===== config.mk =====
export PLATFORM = sky130hd
export DESIGN_NAME = cache_tag_array
export DESIGN_NICKNAME = d
export VERILOG_FILES = /design/src/hdl/l1_cache_pkg.sv /design/src/hdl/cache_tag_array.sv
export SDC_FILE = /design/constraint.sdc
export NUM_CORES = 2
export LEC_CHECK = 0
export BUFFER_PORTS_ARGS = -buffer_cell sky130_fd_sc_hd__buf_2
export CAP_MARGIN = 5
export CORE_ASPECT_RATIO = 1.4
export CORE_MARGIN = 5
export CORE_UTILIZATION = 55
export CTS_CLUSTER_DIAMETER = 150
export DETAILED_ROUTE_END_ITERATION = 8
export HOLD_SLACK_MARGIN = 0.15
export PLACE_DENSITY = 0.71
export SLEW_MARGIN = 40
export SYNTH_ARGS = -nofsm -noshare
export SYNTH_HDL_FRONTEND = slang
export SYNTH_SLANG_ARGS = --single-unit

===== constraint.sdc =====
create_clock -name CLK -period 3.5 [get_ports CLK]
set_input_delay 0.175 -clock CLK [delete_from_list [all_inputs] [get_ports CLK]]
set_output_delay 0.175 -clock CLK [all_outputs]
set_load 0.1 [all_outputs]

===== src/hdl/l1_cache_pkg.sv =====
// ~~~~~~~~~~~~~~~~~~~~~~~~~~~~~~~~~~~~~~~~~~~~~~~~~~~~~~~~~~
// common types for the L1 cache, imported by every cache module
// and by the testbench
// ~~~~~~~~~~~~~~~~~~~~~~~~~~~~~~~~~~~~~~~~~~~~~~~~~~~~~~~~~~
`default_nettype none

package l1_cache_pkg;

    // word geometry
    parameter int WORD_SIZE = 32;               // bits per data word
    parameter int N_LANES   = WORD_SIZE / 8;    // byte lanes per word

    // one data word, also used for byte addresses
    typedef logic [WORD_SIZE-1:0] word_t;

    // one enable bit per byte lane
    typedef logic [N_LANES-1:0] byte_en_t;

    // controller states
    // IDLE  : lookup, hit completion and uncached routing
    // WB    : dirty victim block goes out word by word
    // FETCH : missing block comes in word by word
    typedef enum logic [1:0] {
        IDLE  = 2'd0,
        WB    = 2'd1,
        FETCH = 2'd2
    } cache_state_t;

endpackage : l1_cache_pkg

`default_nettype wire


===== src/hdl/cache_tag_array.sv =====
// ~~~~~~~~~~~~~~~~~~~~~~~~~~~~~~~~~~~~~~~~~~~~~~~~~~~~~~~~~~
// tag side of the cache: valid, dirty, tag and lru per set,
// combinational hit check and victim pick, updates on the clock
// ~~~~~~~~~~~~~~~~~~~~~~~~~~~~~~~~~~~~~~~~~~~~~~~~~~~~~~~~~~
`timescale 1ns/1ps
`default_nettype none

module cache_tag_array
    import l1_cache_pkg::*;
#(
    parameter int    CACHE_SIZE = 1024,    // bytes
    parameter int    BLOCK_SIZE = 2,       // words per block
    parameter int    ASSOC      = 1,       // 1 or 2 ways
    localparam int   N_SETS     = CACHE_SIZE / (BLOCK_SIZE * N_LANES) / ASSOC,
    localparam int   SET_BITS   = $clog2(N_SETS),
    localparam int   BLOCK_BITS = $clog2(BLOCK_SIZE),
    localparam int   SET_W      = (SET_BITS > 0) ? SET_BITS : 1,
    localparam int   TAG_W      = WORD_SIZE - SET_BITS - BLOCK_BITS - 2
) (
    input  logic             CLK,
    input  logic             nRST,
    input  logic [SET_W-1:0] set_idx,      // set of the current request
    input  logic [TAG_W-1:0] req_tag,      // tag of the current request
    input  logic             touch,        // record use of touch_way
    input  logic             touch_way,
    input  logic             mark_dirty,   // write hit on upd_way
    input  logic             fill_done,    // block now holds req_tag
    input  logic             clean,        // writeback finished
    input  logic             upd_way,
    output logic             hit,
    output logic             hit_way,
    output logic             victim_way,
    output logic             victim_dirty,
    output logic [TAG_W-1:0] victim_tag
);

    typedef logic [TAG_W-1:0] tag_t;

    tag_t tag_mem [N_SETS][ASSOC];   // no reset, qualified by valid
    logic valid   [N_SETS][ASSOC];
    logic dirty   [N_SETS][ASSOC];
    logic lru     [N_SETS];          // way used last in each set

    // control bits
    always_ff @(posedge CLK, negedge nRST) begin
        if (!nRST) begin
            for (int s = 0; s < N_SETS; s++) begin
                lru[s] <= 1'b0;
                for (int w = 0; w < ASSOC; w++) begin
                    valid[s][w] <= 1'b0;
                    dirty[s][w] <= 1'b0;
                end
            end
        end else begin
            if (touch)
                lru[set_idx] <= touch_way;
            if (mark_dirty)
                dirty[set_idx][upd_way] <= 1'b1;
            if (fill_done) begin
                valid[set_idx][upd_way] <= 1'b1;
                dirty[set_idx][upd_way] <= 1'b0;   // fresh copy of memory
            end
            if (clean)
                dirty[set_idx][upd_way] <= 1'b0;
        end
    end

    // tag written with the block's valid bit
    always_ff @(posedge CLK) begin
        if (fill_done)
            tag_mem[set_idx][upd_way] <= req_tag;
    end

    // hit check over all ways of the set
    always_comb begin
        hit     = 1'b0;
        hit_way = 1'b0;
        for (int w = 0; w < ASSOC; w++) begin
            if (valid[set_idx][w] && (tag_mem[set_idx][w] == req_tag)) begin
                hit     = 1'b1;
                hit_way = 1'(w);
            end
        end
    end

    // replace the way not used last, direct mapped has only way 0
    assign victim_way   = (ASSOC == 1) ? 1'b0 : ~lru[set_idx];
    assign victim_dirty = valid[set_idx][victim_way] & dirty[set_idx][victim_way];
    assign victim_tag   = tag_mem[set_idx][victim_way];

    // the fill ends a miss, so the request tag cannot already sit in the set
    a_fill_on_miss : assert property (@(posedge CLK) disable iff (!nRST)
        fill_done |-> !hit)
        else $error("tag array: fill_done while request hits");

endmodule : cache_tag_array

`default_nettype wire


==> flow_metrics.py <==
metrics = {
    "sta": {
        "fmaxAchievable_ghz": 0.2126,
        "finalCriticalPeriod_ps": 4703,
        "setup_viol": 13,
        "hold_viol": 0,
        "relSlewSlack_pct": 36.58,
        "min_period_over_period_pct": 134.4,
        "setup_slack_ps": -1203,
        "rsz0062_at_grt": "true",
        "fin_worst_hold_slack_ps": 222.7,
        "clock_skew_ps": 0,
        "worst_pin_slew_ps": 951.2,
        "setup_tns_ps": -1779,
        "finalMaxSlewViolations": 0,
    },
    "synthesis": {
        "ys_seq_area_share_pct": 75.76,
        "synth_area_mm2": 0.1201,
        "synth_top_cell_by_area": "edfxtp_1",
        "synth_xor_area_share_pct": 0.1751,
        "synth_cell_types": 83,
        "synth_compound_gate_area_share_pct": 7.411,
        "ys.flop_type": "edfxtp_1",
        "ys_async_sr_fraction_pct": 8.333,
        "synth-edff-count": 2816,
        "synthMuxAreaShare_pct": 11.23,
        "synthCells": 6559,
        "ys_warn_count": 0,
        "avgSynthCellArea_um2": 18.31,
        "synth_top_cell_area_share_pct": 70.43,
        "synthAdderAreaFrac_pct": 0,
        "ys_top_cells_by_area": "edfxtp_1, mux4_2, dfrtp_1",
        "synth_top_family_by_area": "multiplexers",
        "synthSimpleGateAreaFrac_pct": 3.303,
        "ys_ff_latch": 3072,
    },
    "cells_and_area": {
        "fin_util_pct": 65.61,
        "mostFrequentLayoutCells": "edfxtp_1, buf_4, a21oi_1",
        "final_cells": 10660,
        "drive_gt1_share_pct": 30.76,
        "final_area_mm2": 0.1430,
        "syn_to_final_growth_pct": 19.08,
        "nNetsFinal": 7581,
        "layout_commonest_cell": "edfxtp_1",
    },
    "global_routing": {
        "grt_pass1_vias": 72650,
        "grt_antenna_before_repair": 33,
        "grt-ovfl-total": 0,
        "grt_max_degree": 129,
        "grt_util_all_layers_pct": 35.73,
        "grt_pass1_wl_mm": 567.3,
    },
    "critical_path": {
        "cp-start-kind": "register",
        "cp_max_fo": 2,
        "cp_data_arrival_time_ps": 4530,
        "cp_slowest_cell": "nor4_4",
        "critPathRequiredTime_ps": 3320,
        "crit_family": "simple AND/OR/NAND/NOR gates",
        "crit_buf_inv": 3,
        "crit_type": "reg -> out",
        "cpPeakStageDelay_ps": 520,
        "crit_chain": "mux2i_1, o21ai_0, a21oi_1, o21ai_1, a31oi_1, buf_4, nor4_4, xor2_1, nor4_1, nand4_1, nor4_4, buf_4, buf_12",
        "crit_path_end_kind": "output pin",
    },
    "run_status": {
        "status": "finished with violations",
        "violations": "negative setup slack",
    },
    "power": {
        "internal_power_mw": 59.79,
        "pwr-share-clk_pct": 39.4,
        "leakagePower_nw": 49.35,
        "powerDensity_mw_per_mm2": 543.5,
        "comb_power_share_pct": 8.4,
        "swShare_pct": 23.05,
        "p_total_mw": 77.70,
        "seqPwrFrac_pct": 52.1,
        "power.net_switching_mw": 17.91,
        "peakVddDrop_uv": 363.8,
    },
    "routing": {
        "drtAntennaViolNets": 0,
        "via_count": 74760,
        "totalWireLength_mm": 411.2,
        "dr.pass1.iters": 7,
        "drt_iter0_drc": 13400,
        "viasPerCell": 7.012,
        "drc": 0,
        "wl_per_cell_um": 38.57,
    },
    "hold_path": {
        "hp-class": "in -> reg",
    },
    "cts": {
        "cts_buffers": 280,
        "clock_sinks": 3072,
        "root_buffer": "clkbuf_16",
        "path_clk_slew_ps": 70,
        "clock_latency_ps": 880,
        "htreeDepth": 5,
        "cts_tree": "built",
        "clk_path_buf_depth": 4,
    },
    "floorplanning": {
        "io_pins": 63,
        "die_area_mm2": 0.2279,
        "start_util_pct": 55.09,
        "die_h_um": 562.8,
        "die_x_um": 404.9,
        "row_count": 203,
        "coreArea_mm2": 0.2179,
    },
    "placed_design": {
        "dp_hpwl_mm": 263.4,
        "dp_slack_ps": -1621,
        "postPlaceCellArea_mm2": 0.1329,
        "portBuffers": 58,
        "dp.cells": 10100,
        "place.gp.congestion": 0.9913,
    },
    "job": {
        "cap_viol_max_count": 0,
    },
}
[routing by layer]
metal,track usage [%],share of wire (%)
met1,45.10,32
met4,26.47,9.5
met2,53.40,45
met3,9.879,13
met5,0,0.017
[power groups by stage]
| stage | sequential [mW] | combinational, mW | clock [mW] |
|---|---|---|---|
| after floorplan | 41.2 | 2.73 | 0 |
| after global placement | 41.3 | 6.06 | 0 |
| after detailed placement | 41.3 | 6.16 | 0 |
| after CTS | 40.5 | 6.29 | 30.7 |
| after global routing | 40.5 | 6.63 | 32.2 |
| final | 40.5 | 6.56 | 30.6 |
[kinds of logic (layout without fill, tap and decap cells)]
family | after synthesis | after routing
buf+inv | 449 | 1656
mux | 878 | 878
simple gates | 811 | 811
other cells | 1 | 27
flops | 3072 | 3072
compound gates | 1324 | 1324
xor+xnor | 24 | 24
[worst paths after layout]
kind                           startpoint              end  slack, ps  cells past startpoint
max reg2reg                    dirty[126]       dirty[126]       1610                      4
max in group asynchronous            nRST        dirty[84]       2440                      4
min in group asynchronous            nRST        valid[84]        520                      4
min reg2reg                     valid[47]        valid[47]        460                      1
min                           req_tag[16]  tag_mem[20][16]        220                      2
max                        tag_mem[37][5]              hit      -1200                     13
[area by class of cell]
cell class | instances | area (um2)
repair buffers | 1143 | 11510
clock buffers | 368 | 7706
diodes | 25 | 62.56
fillers | 14150 | 74960
inverters | 8 | 38.79
flip-flops and latches | 3072 | 90970
multi-input cells | 3039 | 27840
clock inverters | 137 | 1259
well taps | 2870 | 3591
[sequential cells by signal, summed over array words and instances (netlist names)]
register  count
valid       128
tag_mem    2816
dirty       128
[cell usage after synthesis (12+ instances only)]
library cell,count
buf_2,119
a211oi_1,16
or2_2,134
a21oi_1,468
a221o_1,28
nand4_1,22
mux4_2,365
nor4_1,21
a31oi_1,32
o21ai_0,129
mux2i_1,411
a221oi_1,164
buf_4,47
a22o_1,50
dfrtp_1,256
nor3_1,29
o2111ai_1,18
xor2_1,12
buf_1,46
mux2_2,97
a22oi_1,233
nor2_1,253
o22ai_1,41
o221ai_1,23
nor2b_1,20
edfxtp_1,2816
o211ai_1,20
a2111oi_0,14
nand3_1,82
and3_1,13
nand2_1,171
clkbuf_1,171
xnor2_1,12
o2bb2ai_1,13
nand2b_1,21
buf_6,46
[worst register-to-register path: stages (launching register included)]
cell and delay [ps]:
dfrtp_1 390, a31oi_1 170, dlygate4sd3_1 580, a21oi_1 50, dlygate4sd3_1 580
[what timing repair did]
action / 4_1_cts / 5_1_grt
hold buffers: 30 / 0
pin swaps: 28 / 23
cloned: 0 / 2
resized for setup: 89 / 47
setup buffers: 1 / 5
endpoints found under the hold margin: 1696 / 0
setup endpoints to repair: 17 / 16
(Power assumes the default switching activity.)
