===== config.mk =====
export PLATFORM = sky130hd
export DESIGN_NAME = cache_controller
export DESIGN_NICKNAME = d
export VERILOG_FILES = /design/src/hdl/l1_cache_pkg.sv /design/src/hdl/cache_controller.sv
export SDC_FILE = /design/constraint.sdc
export NUM_CORES = 1
export LEC_CHECK = 0
export ABC_AREA = 1
export BUFFER_PORTS_ARGS = -buffer_cell sky130_fd_sc_hd__buf_2
export CAP_MARGIN = 10
export CORE_AREA = 2 2 132 134
export DETAILED_ROUTE_END_ITERATION = 12
export DIE_AREA = 0 0 134 136
export SYNTH_ARGS = -nofsm -noshare
export SYNTH_HDL_FRONTEND = slang
export SYNTH_SLANG_ARGS = --single-unit

===== constraint.sdc =====
create_clock -name CLK -period 2.85 [get_ports CLK]
set_clock_uncertainty 0.05 [all_clocks]
set_input_delay 0.285 -clock CLK [delete_from_list [all_inputs] [get_ports CLK]]
set_output_delay 0.285 -clock CLK [all_outputs]
set_load 0.005 [all_outputs]

===== src/hdl/l1_cache_pkg.sv =====
// ~~~~~~~~~~~~~~~~~~~~~~~~~~~~~~~~~~~~~~~~~~~~~~~~~~~~~~~~~~
// common types for the L1 cache, imported by every cache module
// and by the testbench
// ~~~~~~~~~~~~~~~~~~~~~~~~~~~~~~~~~~~~~~~~~~~~~~~~~~~~~~~~~~
`default_nettype none

package l1_cache_pkg;

    // word geometry
    parameter int WORD_SIZE = 32;               // bits per data word
    parameter int N_LANES   = WORD_SIZE / 8;    // byte lanes per word

    // one data word, also used for byte addresses
    typedef logic [WORD_SIZE-1:0] word_t;

    // one enable bit per byte lane
    typedef logic [N_LANES-1:0] byte_en_t;

    // controller states
    // IDLE  : lookup, hit completion and uncached routing
    // WB    : dirty victim block goes out word by word
    // FETCH : missing block comes in word by word
    typedef enum logic [1:0] {
        IDLE  = 2'd0,
        WB    = 2'd1,
        FETCH = 2'd2
    } cache_state_t;

endpackage : l1_cache_pkg

`default_nettype wire


===== src/hdl/cache_controller.sv =====
// ~~~~~~~~~~~~~~~~~~~~~~~~~~~~~~~~~~~~~~~~~~~~~~~~~~~~~~~~~~
// cache controller with address decode, hit completion, uncached
// routing and the writeback and fetch FSM that drives the memory bus
// ~~~~~~~~~~~~~~~~~~~~~~~~~~~~~~~~~~~~~~~~~~~~~~~~~~~~~~~~~~
`timescale 1ns/1ps
`default_nettype none

module cache_controller
    import l1_cache_pkg::*;
#(
    parameter int    CACHE_SIZE          = 1024,
    parameter int    BLOCK_SIZE          = 2,
    parameter int    ASSOC               = 1,
    parameter word_t NONCACHE_START_ADDR = 32'h8000_0000,
    localparam int   N_SETS     = CACHE_SIZE / (BLOCK_SIZE * N_LANES) / ASSOC,
    localparam int   SET_BITS   = $clog2(N_SETS),
    localparam int   BLOCK_BITS = $clog2(BLOCK_SIZE),
    localparam int   SET_W      = (SET_BITS > 0) ? SET_BITS : 1,
    localparam int   OFF_W      = (BLOCK_BITS > 0) ? BLOCK_BITS : 1,
    localparam int   TAG_W      = WORD_SIZE - SET_BITS - BLOCK_BITS - 2
) (
    input  logic             CLK,
    input  logic             nRST,
    // processor side
    input  logic             proc_ren,
    input  logic             proc_wen,
    input  word_t            proc_addr,
    input  word_t            proc_wdata,
    input  byte_en_t         proc_byte_en,
    output logic             proc_busy,
    output word_t            proc_rdata,
    // tag array
    input  logic             hit,
    input  logic             hit_way,
    input  logic             victim_way,
    input  logic             victim_dirty,
    input  logic [TAG_W-1:0] victim_tag,
    output logic [SET_W-1:0] set_idx,
    output logic [TAG_W-1:0] req_tag,
    output logic             touch,
    output logic             mark_dirty,
    output logic             fill_done,
    output logic             clean,
    output logic             upd_way,
    // data array
    input  word_t            rdata_hit,
    input  word_t            victim_data,
    output logic [OFF_W-1:0] word_off,
    output logic [OFF_W-1:0] cnt_off,      // fill and writeback offset
    output logic             wr_hit,
    output logic             wr_fill,
    // memory side
    output logic             mem_ren,
    output logic             mem_wen,
    output word_t            mem_addr,
    output word_t            mem_wdata,
    output byte_en_t         mem_byte_en,
    input  word_t            mem_rdata,
    input  logic             mem_busy
);

    localparam int CNT_W   = BLOCK_BITS + 1;            // counts up to BLOCK_SIZE
    localparam int SET_LSB = BLOCK_BITS + 2;
    localparam int TAG_LSB = SET_BITS + BLOCK_BITS + 2;

    typedef logic [CNT_W-1:0] cnt_t;

    cache_state_t state, next_state;
    cnt_t         word_cnt, next_word_cnt;
    logic         req, pass, cnt_done;
    word_t        wb_addr, fill_addr, pass_wdata;

    // address split of the request, held stable through a miss
    assign req_tag  = TAG_W'(proc_addr >> TAG_LSB);
    assign set_idx  = SET_W'((proc_addr >> SET_LSB) & word_t'(N_SETS - 1));
    assign word_off = OFF_W'((proc_addr >> 2) & word_t'(BLOCK_SIZE - 1));

    assign req      = proc_ren | proc_wen;
    assign pass     = (proc_addr >= NONCACHE_START_ADDR);   // uncached window
    assign cnt_done = (word_cnt == CNT_W'(BLOCK_SIZE));
    assign cnt_off  = word_cnt[OFF_W-1:0];

    // victim goes back to its own block and fill reads the request block
    assign wb_addr   = (word_t'(victim_tag) << TAG_LSB) | (word_t'(set_idx) << SET_LSB)
                     | (word_t'(cnt_off) << 2);
    assign fill_addr = (word_t'(req_tag) << TAG_LSB) | (word_t'(set_idx) << SET_LSB)
                     | (word_t'(cnt_off) << 2);

    // disabled lanes go out as zero on uncached writes
    always_comb begin
        for (int b = 0; b < N_LANES; b++)
            pass_wdata[b*8 +: 8] = proc_byte_en[b] ? proc_wdata[b*8 +: 8] : 8'h00;
    end

    always_ff @(posedge CLK, negedge nRST) begin
        if (!nRST) begin
            state    <= IDLE;
            word_cnt <= '0;
        end else begin
            state    <= next_state;
            word_cnt <= next_word_cnt;
        end
    end

    always_comb begin
        next_state    = state;
        next_word_cnt = word_cnt;
        proc_busy     = 1'b1;
        proc_rdata    = rdata_hit;
        touch         = 1'b0;
        mark_dirty    = 1'b0;
        fill_done     = 1'b0;
        clean         = 1'b0;
        upd_way       = victim_way;    // block being replaced
        wr_hit        = 1'b0;
        wr_fill       = 1'b0;
        mem_ren       = 1'b0;
        mem_wen       = 1'b0;
        mem_addr      = fill_addr;
        mem_wdata     = victim_data;
        mem_byte_en   = '1;            // whole words on block moves
        case (state)
            IDLE: begin
                upd_way = hit_way;
                if (pass) begin
                    mem_ren     = proc_ren;
                    mem_wen     = proc_wen;
                    mem_addr    = proc_addr;
                    mem_wdata   = pass_wdata;
                    mem_byte_en = proc_byte_en;
                    proc_rdata  = mem_rdata;
                    if (req)
                        proc_busy = mem_busy;  // done when memory takes it
                end else if (req && hit) begin
                    proc_busy  = 1'b0;
                    touch      = 1'b1;
                    wr_hit     = proc_wen;
                    mark_dirty = proc_wen;
                end else if (req) begin
                    next_state = victim_dirty ? WB : FETCH;
                end
            end
            WB: begin
                mem_addr = wb_addr;
                if (cnt_done) begin
                    clean         = 1'b1;
                    next_word_cnt = '0;
                    next_state    = FETCH;
                end else begin
                    mem_wen = 1'b1;
                    if (!mem_busy)
                        next_word_cnt = word_cnt + 1'b1;
                end
            end
            FETCH: begin
                if (cnt_done) begin
                    fill_done     = 1'b1;   // hit completes back in IDLE
                    next_word_cnt = '0;
                    next_state    = IDLE;
                end else begin
                    mem_ren = 1'b1;
                    if (!mem_busy) begin
                        wr_fill       = 1'b1;
                        next_word_cnt = word_cnt + 1'b1;
                    end
                end
            end
            default: next_state = IDLE;
        endcase
    end

    // uncached requests carry one strobe from the processor
    a_one_strobe : assert property (@(posedge CLK) disable iff (!nRST)
        !(mem_ren && mem_wen))
        else $error("controller: mem_ren and mem_wen together");

    // a stalled block transfer keeps its strobe and address
    a_hold_on_busy : assert property (@(posedge CLK) disable iff (!nRST)
        (state != IDLE && (mem_ren || mem_wen) && mem_busy)
            |=> ($stable(mem_addr) && (mem_ren || mem_wen)))
        else $error("controller: memory request changed while busy");

endmodule : cache_controller

`default_nettype wire


==> flow_summary.toml, run 1 <==
[status]
outcome = "complete, no violations"

[cts]
worst_skew_pair.late_latency_ns = 0.23
cts_buffer_depth = 2
clk_pin_slew_ns = 0.03
cts_inserted_buffers = 3
cts.sinks = 4
cts_root_buf = "clkbuf_16"
tritoncts = "built"
cts_max_level = 1
ctsResizeCount = 0
ctsHoldBuffers = 1
post-cts-setup-buffers = 0

[global_route]
grt_usage_pct = 9.454
grt_max_degree = 58
grt_pass1_vias = 2713
grt_overflow = 0
antenna_found_initial = 0
grt_pass1_wl_microns = 13850

[cells_and_area]
final_cells = 873
fin_nets = 848
syn2layout_area_growth_pct = 78.95
n_antenna_cell = 0
drive_above_1_share_pct = 50.46

[logic_synthesis]
synthAdderAreaFrac_pct = 1.961
synth.area.mux_share_pct = 0
synth_top_family_by_area = "simple AND/OR/NAND/NOR gates"
yosysMostFrequentCell = "nand2_1"
synthXorXnorAreaFrac_pct = 0
synth.largest_area_cell = "nand2_1"
synth_top_cell_area_share_pct = 43.53
synth_edf_count = 0
synth_cells = 390
ys_ff_latch = 4
ys_seq_area_share_pct = 5.229
synth_area_leaders = "nand2_1 (44%), buf_4 (16%), o21ai_0 (12%)"
synth_fp_nets = 588
syn_area_per_cell_sq_um = 4.909
synthSimpleGateAreaFrac_pct = 48.43
synth_commonest_cells = "nand2_1 (222), o21ai_0 (46), buf_4 (41)"
synth_compound_area_share_pct = 17.78
synthDistinctLibCells = 22
yosys_warnings = 0
synthesis.area_sq_mm = 0.001914
synth_ff_type = "dfrtp_1"
async_reset_ff_share_pct = 100.0

[sta]
setup-violations-final = 0
timing.hold.ws_ns = 0.3155
finalHoldViolCount = 0
fin_crit_ns = 2.356
fmax_mhz = 424.5
min_period_over_period_pct = 82.65
grt_setup_unrepaired = "no"
slew_headroom_pct = 56.82
slew_viol_final = 0
finalSetupTns_ns = 0
worst_pin_slew_ns = 0.6470

[die]
io_pins = 336
start_util_pct = 11.34
die_area_sq_mm = 0.01822
die_w_microns = 134
rows = 48
core_sq_mm = 0.01688
die_h_microns = 136

[detailed_routing]
vias = 3214
dr.pass1.iters = 4
dr.first_iter.drc_count = 151
routed_wl_microns = 9832
routedWlPerCell_microns = 11.26
vias_per_cell = 3.682
ant_nets = 0
drc = 0

[worst_setup_path]
crit_type = "flop to primary output"
cp_max_fo = 57
reg2reg_slack_ns = 1.01
start_kind = "flop"
cp-end-kind = "primary output"
required_ns = 2.52
cp.arrival_ns = 2.02

[worst_hold_path]
hp-class = "input pin to flop"

[job]
max-cap-violations = 0

[placed_design]
dp_cells = 869
gp_congestion = 0.7945
io_buffers = 314
hpwl_microns = 8429

[pwr]
p_per_area_mw_per_mm2 = 524.2
finalPower_mw = 1.796
vdd_ir_drop_max_mv = 0.2708
power_leakage_nw = 2.181
[routing by layer]
metal	wire, microns	track usage [%]	vias up
li1	-	-	1682
met1	4250	12.66	1348
met2	4726	16.15	171
met3	771	1.529	13
met4	85	1.655	0
met5	0	0	-
[state kept, by name (all words and copies together), names as in the netlist]
signal,count
state,2
word_cnt,2
[worst paths after layout]
kind,to,cells after the start,from
min,state[0]$_DFFE_PN0P_,5,victim_dirty
max,proc_rdata[10],7,state[0]$_DFFE_PN0P_
min in group asynchronous,word_cnt[0]$_DFFE_PN0P_,2,nRST
max reg2reg,state[1]$_DFFE_PN0P_,8,state[0]$_DFFE_PN0P_
min reg2reg,word_cnt[0]$_DFFE_PN0P_,3,word_cnt[1]$_DFFE_PN0P_
max in group asynchronous,state[1]$_DFFE_PN0P_,2,nRST
[cell type report]
cell class                      instances  area [sq um]
Clock buffer                            3         75.07
Tap cell                              225         281.5
Fill cell                            1938         13450
Timing Repair Buffer                  319          1612
Inverter                               14         52.55
Multi-Input combinational cell        308          1305
Sequential cell                         4         100.1
[per-stage QoR]
step           setup WS [ns]  utilization, %  instance area [sq um]
3_3_place_gp          0.7544           19.80                   3341
2_1_floorplan          1.250               -                   1914
5_1_grt               0.3128           20.30                   3426
3_5_place_dp          0.7270           19.80                   3341
4_1_cts               0.4765           20.30                   3426
6_report              0.4944           20.30                   3426
[critical path, cell delays in order, from the launching register on]
cell and delay [ns]:
dfrtp_1 0.34, inv_1 0.08, ha_1 0.33, nand2_4 0.13, buf_4 0.44, nand2_1 0.18, nand2_1 0.12, buf_2 0.12
[power breakdown]
group          switching, mW  leakage, nW  total (mW)  internal (mW)
sequential            0.0170       0.0511      0.0992         0.0822
combinational          0.875         2.09        1.48          0.602
clock                 0.0397       0.0370       0.219          0.179
total                  0.932         2.18        1.80          0.864
[cell usage in the layout (no fill, tap or decap)]
| cell type | n |
|---|---|
| a21boi_1 | 1 |
| or2_1 | 4 |
| nor2_1 | 8 |
| buf_4 | 4 |
| dlygate4sd3_1 | 1 |
| nand2_2 | 2 |
| o21bai_1 | 2 |
| inv_1 | 13 |
| nand3_1 | 2 |
| o21ai_1 | 14 |
| nand2_4 | 1 |
| o21ai_2 | 2 |
| buf_2 | 314 |
| clkbuf_16 | 3 |
| nand2_1 | 222 |
| ha_1 | 3 |
| dfrtp_1 | 4 |
| inv_2 | 1 |
| o21ai_0 | 46 |
| nor3_1 | 1 |
[cells by family after synthesis]
| family | Yosys count |
|---|---|
| adder cells (fa/ha/maj) | 3 |
| buffers and inverters | 78 |
| AND/OR/NAND/NOR | 240 |
| AO/OA/AOI/OAI | 65 |
| flip-flops | 4 |
Power figures use the tool's default switching activity.
==> run 2: changes to the inputs <==
==> constraint.sdc (replaced) <==
create_clock -name CLK -period 2.02 [get_ports CLK]
set_clock_uncertainty 0.05 [all_clocks]
set_input_delay 0.202 -clock CLK [delete_from_list [all_inputs] [get_ports CLK]]
set_output_delay 0.202 -clock CLK [all_outputs]
set_load 0.005 [all_outputs]
==> flow_summary.toml, run 2 (synthesis gave the netlist of run 1 again) <==
[status]
outcome = "complete, no violations"

[cts]
cts_max_level = 1
post-cts-setup-buffers = 0
cts_inserted_buffers = 3
clk_pin_slew_ns = 0.03
cts_root_buf = "clkbuf_16"
worst_skew_pair.late_latency_ns = 0.22
cts.sinks = 4
cts_buffer_depth = 2
tritoncts = "built"

[placed_design]
io_buffers = 314
hpwl_microns = 8354
gp_congestion = 0.8114

[pwr]
vdd_ir_drop_max_mv = 0.3697
pwr-share-clk_pct = 11.7
power.switching_mw = 1.330
power_leakage_nw = 2.215
seqPwrFrac_pct = 5.3
netSwitchingFraction_pct = 50.37
pwr-share-comb_pct = 83.0
p_int_mw = 1.311
p_per_area_mw_per_mm2 = 753.7

[cells_and_area]
fill_cells = 1945
layout_commonest_cell = "buf_2"
reg_top3 = "state x2, word_cnt x2"
fin_util_pct = 20.77
n_antenna_cell = 0
fin_nets = 852
layout_common_cells = "buf_2 (314), nand2_1 (222), o21ai_0 (45), o21ai_1 (15), inv_1 (13)"
syn2layout_area_growth_pct = 83.07
drive_above_1_share_pct = 51.07

[detailed_routing]
vias = 3256
dr.pass1.iters = 4
dr.first_iter.drc_count = 189
routed_wl_microns = 9631
routedWlPerCell_microns = 10.98
drc = 0
ant_nets = 0
vias_per_cell = 3.713

[worst_setup_path]
worstPathCellList = "inv_1 > ha_2 > nand2_4 > buf_12 > or2_1 > buf_2"
cp_max_fo = 67
cpPeakStageDelay_ns = 0.38
start_kind = "flop"
worst_path_max_delay_cell = "dfrtp_1"
cp_num_buf_inv = 3
required_ns = 1.77
cp_top_family = "buffers and inverters"
crit_type = "flop to primary output"
cp-end-kind = "primary output"
cp.arrival_ns = 1.66

[sta]
slew_viol_final = 0
slew_headroom_pct = 78.89
setup-violations-final = 0
finalHoldViolCount = 0
grt_setup_unrepaired = "no"
fin_crit_ns = 1.914
finalSetupTns_ns = 0
fmax_mhz = 522.3
min_period_over_period_pct = 94.77
worst_pin_slew_ns = 0.3133

[die]
start_util_pct = 11.34
rows = 48
die_area_sq_mm = 0.01822
die_h_microns = 136
die_w_microns = 134
io_pins = 336
core_sq_mm = 0.01688

[global_route]
grt_usage_pct = 9.146
antenna_found_initial = 0
grt_max_degree = 68
grt_overflow = 0
grt_pass1_wl_microns = 13610
grt_pass1_vias = 2675

[worst_hold_path]
hp-class = "input pin to flop"

[job]
max-cap-violations = 0
## run 2: cell count changes in the layout (fill, tap and decap cells not counted), sizes merged
cell	change
buf	+4
## run 2: routing by layer
metal / vias to the layer above / track usage (%) / part of all wire, %
met4: 0 / 2.069 / 1.6
met2: 165 / 15.50 / 48
li1: 1691 / - / -
met1: 1379 / 12.37 / 44
met5: - / 0 / 0
met3: 21 / 1.156 / 6.9
## run 2: through the flow
| step | area (sq um) | std cells | hold slack [ns] | setup slack, ns | total power, mW |
|---|---|---|---|---|---|
| after global placement | 3396 | 873 | -0.03415 | 0.2456 | 2.336 |
| after global routing | 3505 | 877 | 0.2804 | 0.008117 | 2.965 |
| after floorplan | 1914 | 390 | -0.1436 | 0.5032 | 1.423 |
| final | 3505 | 877 | 0.2397 | 0.1055 | 2.642 |
| after CTS | 3486 | 877 | 0.2488 | 0.04982 | 2.659 |
| after detailed placement | 3396 | 873 | -0.03535 | 0.2134 | 2.332 |
## run 2: layout make-up
type	instances	area, sq um	share of cell area, %
clock buffer	3	75.07	2.142
inverter	14	55.05	1.571
tap	225	281.5	8.033
sequential	4	100.1	2.856
timing repair buffer	323	1674	47.77
multi-input combinational	308	1319	37.63
## run 2: worst register-to-register path, delay by kind of cell (launching register included)
kind	cells	cell delay [ns]
adder cells (fa/ha/maj)	1	0.24
buffers and inverters	3	0.44
flip-flops	1	0.38
AND/OR/NAND/NOR	5	0.36
## run 2: power groups by stage
| stage | clock, mW | combinational, mW | sequential [mW] |
|---|---|---|---|
| after detailed placement | 0 | 2.19 | 0.142 |
| after floorplan | 0 | 1.29 | 0.134 |
| final | 0.308 | 2.19 | 0.141 |
| after global routing | 0.321 | 2.50 | 0.147 |
| after global placement | 0 | 2.19 | 0.143 |
| after CTS | 0.314 | 2.20 | 0.141 |
## run 2: what timing repair did
item	CTS	global route
gates resized for setup	1	6
pin swaps	0	0
hold endpoints to repair	4	0
hold buffers	1	0
endpoints found under the setup margin	2	49
## run 2: final timing paths
kind / startpoint / slack, ns / to / cells after the start
max: state[0]$_DFFE_PN0P_ / 0.11 / mem_byte_en[2] / 6
min: victim_dirty / 0.24 / state[0]$_DFFE_PN0P_ / 5
max reg2reg: state[0]$_DFFE_PN0P_ / 0.44 / state[0]$_DFFE_PN0P_ / 9
min reg2reg: word_cnt[1]$_DFFE_PN0P_ / 0.53 / word_cnt[1]$_DFFE_PN0P_ / 2
max in group asynchronous: nRST / 1.51 / state[1]$_DFFE_PN0P_ / 2
min in group asynchronous: nRST / 0.29 / word_cnt[0]$_DFFE_PN0P_ / 2
==> run 3: changes to the inputs <==
==> constraint.sdc (replaced) <==
create_clock -name CLK -period 1.8 [get_ports CLK]
set_clock_uncertainty 0.05 [all_clocks]
set_input_delay 0.18 -clock CLK [delete_from_list [all_inputs] [get_ports CLK]]
set_output_delay 0.18 -clock CLK [all_outputs]
set_load 0.005 [all_outputs]
==> flow_summary.toml, run 3 (synthesis gave the netlist of run 1 again) <==
[pwr]
seqPwrFrac_pct = 4.5
power_leakage_nw = 2.353
finalPower_mw = 3.593
pwr-share-comb_pct = 85.9
p_per_area_mw_per_mm2 = 939.9
vdd_ir_drop_max_mv = 0.3240
power.switching_mw = 1.717
netSwitchingFraction_pct = 47.80
p_int_mw = 1.875
pwr-share-clk_pct = 9.6

[worst_setup_path]
crit_type = "flop to primary output"
cp.arrival_ns = 1.58
cp_num_buf_inv = 5
worst_path_max_delay_cell = "dfrtp_1"
ff2ff_path_depth = 12
reg2reg_from = "state[0]$_DFFE_PN0P_"
cp_top_family = "buffers and inverters"
start_kind = "flop"
reg2reg_slack_ns = 0.17
cp-end-kind = "primary output"
cp_max_fo = 4
r2r-end = "state[0]$_DFFE_PN0P_"
cpPeakStageDelay_ns = 0.39
worstPathCellList = "inv_2 > ha_4 > buf_6 > nand2_4 > inv_2 > nand2_2 > nor3_2 > buf_4 > buf_6"
required_ns = 1.57

[cells_and_area]
fill_cells = 1946
drive_above_1_share_pct = 53.81
regArea_sq_um = 100.1
final_cells = 894
fin_area_sq_mm = 0.003822
n_antenna_cell = 0
layout_common_cells = "buf_2 (312), nand2_1 (219), o21ai_1 (35), o21ai_0 (23)"
reg_top3 = "state x2, word_cnt x2"
syn2layout_area_growth_pct = 99.67
layout_commonest_cell = "buf_2"
fin_nets = 869
multi_input_area_sq_mm = 0.001373

[cts]
cts_inserted_buffers = 3
clk_pin_slew_ns = 0.03
cts_buffer_depth = 2
cts_root_buf = "clkbuf_16"
cts_max_level = 1
tritoncts = "built"
cts.sinks = 4
worst_skew_pair.late_latency_ns = 0.22

[placed_design]
io_buffers = 314
dp_cells = 879
placed_area_sq_mm = 0.003466
hpwl_microns = 8563
gp_congestion = 0.7924

[worst_hold_path]
hp-start = "victim_dirty"
min_to = "state[1]$_DFFE_PN0P_"
hp-class = "input pin to flop"
worstHoldPathCells = 4

[global_route]
grt_usage_pct = 9.641
grt_pass1_wl_microns = 14150
grt_pass1_vias = 2784
antenna_found_initial = 0
grt_overflow = 0
grt_max_degree = 44

[sta]
setup-violations-final = 6
finalSetupTns_ns = -0.04115
worst_pin_slew_ns = 0.3117
fmax_mhz = 552.4
timing.hold.ws_ns = 0.2486
slew_headroom_pct = 79.18
min_period_over_period_pct = 100.6
fin_ws_ns = -0.01022
fin_crit_ns = 1.810
grt_setup_unrepaired = "yes"
slew_viol_final = 0
finalHoldViolCount = 0

[job]
max-cap-violations = 0

[die]
die_area_sq_mm = 0.01822
start_util_pct = 11.34
io_pins = 336
die_w_microns = 134
core_sq_mm = 0.01688
die_h_microns = 136
rows = 48

[status]
violations = "negative setup slack"
outcome = "complete, but fails checks"

[detailed_routing]
dr.pass1.iters = 4
drc = 0
ant_nets = 0
dr.first_iter.drc_count = 116
vias = 3316
routedWlPerCell_microns = 12.00
vias_per_cell = 3.709
routed_wl_microns = 10730
-- run 3: metrics by stage --
stage / setup WS, ns / util, %
finish: -0.01022 / 22.65
global route: -0.07087 / 22.65
CTS: 0.001946 / 21.55
detailed placement: 0.08621 / 20.54
global placement: 0.1128 / 20.54
floorplan: 0.3052 / -
-- run 3: power by group through the flow --
stage	registers (mW)	logic, mW	clock network [mW]
2_1_floorplan	0.151	1.45	0
3_3_place_gp	0.159	2.59	0
3_5_place_dp	0.157	2.59	0
4_1_cts	0.159	2.77	0.349
5_1_grt	0.166	3.43	0.355
6_report	0.161	3.09	0.345
-- run 3: layout make-up --
type                    instances  share of cell area [%]
repair buffers                339                   50.64
multi-input cells             309                   35.91
well taps                     225                   7.365
flip-flops and latches          4                   2.619
clock buffers                   3                   1.964
inverters                      14                   1.506
-- run 3: metal layers --
layer / vias up / wire length, microns / part of all wire [%] / GRT usage [%]
li1: 1726 / - / - / -
met1: 1394 / 4543 / 42 / 12.83
met2: 178 / 5324 / 50 / 17.04
met3: 18 / 738 / 6.9 / 1.119
met4: 0 / 125 / 1.2 / 1.418
met5: - / 0 / 0 / 0
-- run 3: worst register-to-register path: cells and delay by family, from the launching register on --
family / cells / cell delay (ns)
and+or+nand+nor: 6 / 0.48
DFF: 1 / 0.37
buffers and inverters: 5 / 0.47
adders and majority gates: 1 / 0.20
-- run 3: timing repair --
item / 4_1_cts / 5_1_grt
resized for setup: 9 / 40
pin swaps: 1 / 2
setup endpoints to repair: 79 / 77
hold buffers: 1 / 0
gates cloned: 1 / 5
setup buffers: 2 / 3
hold endpoints to repair: 4 / 0
-- run 3: worst max path at each step --
stage	end	depth (start not counted)	slack, ns	startpoint
2_1_floorplan	wr_hit	8	0.31	state[0]$_DFFE_PN0P_
5_1_grt	mark_dirty	9	-0.07	state[1]$_DFFE_PN0P_
3_3_place_gp	mem_wdata[31]	6	0.11	state[0]$_DFFE_PN0P_
6_report	mark_dirty	9	-0.01	state[1]$_DFFE_PN0P_
4_1_cts	proc_busy	10	0.002	state[0]$_DFFE_PN0P_
3_5_place_dp	proc_rdata[10]	7	0.09	state[0]$_DFFE_PN0P_
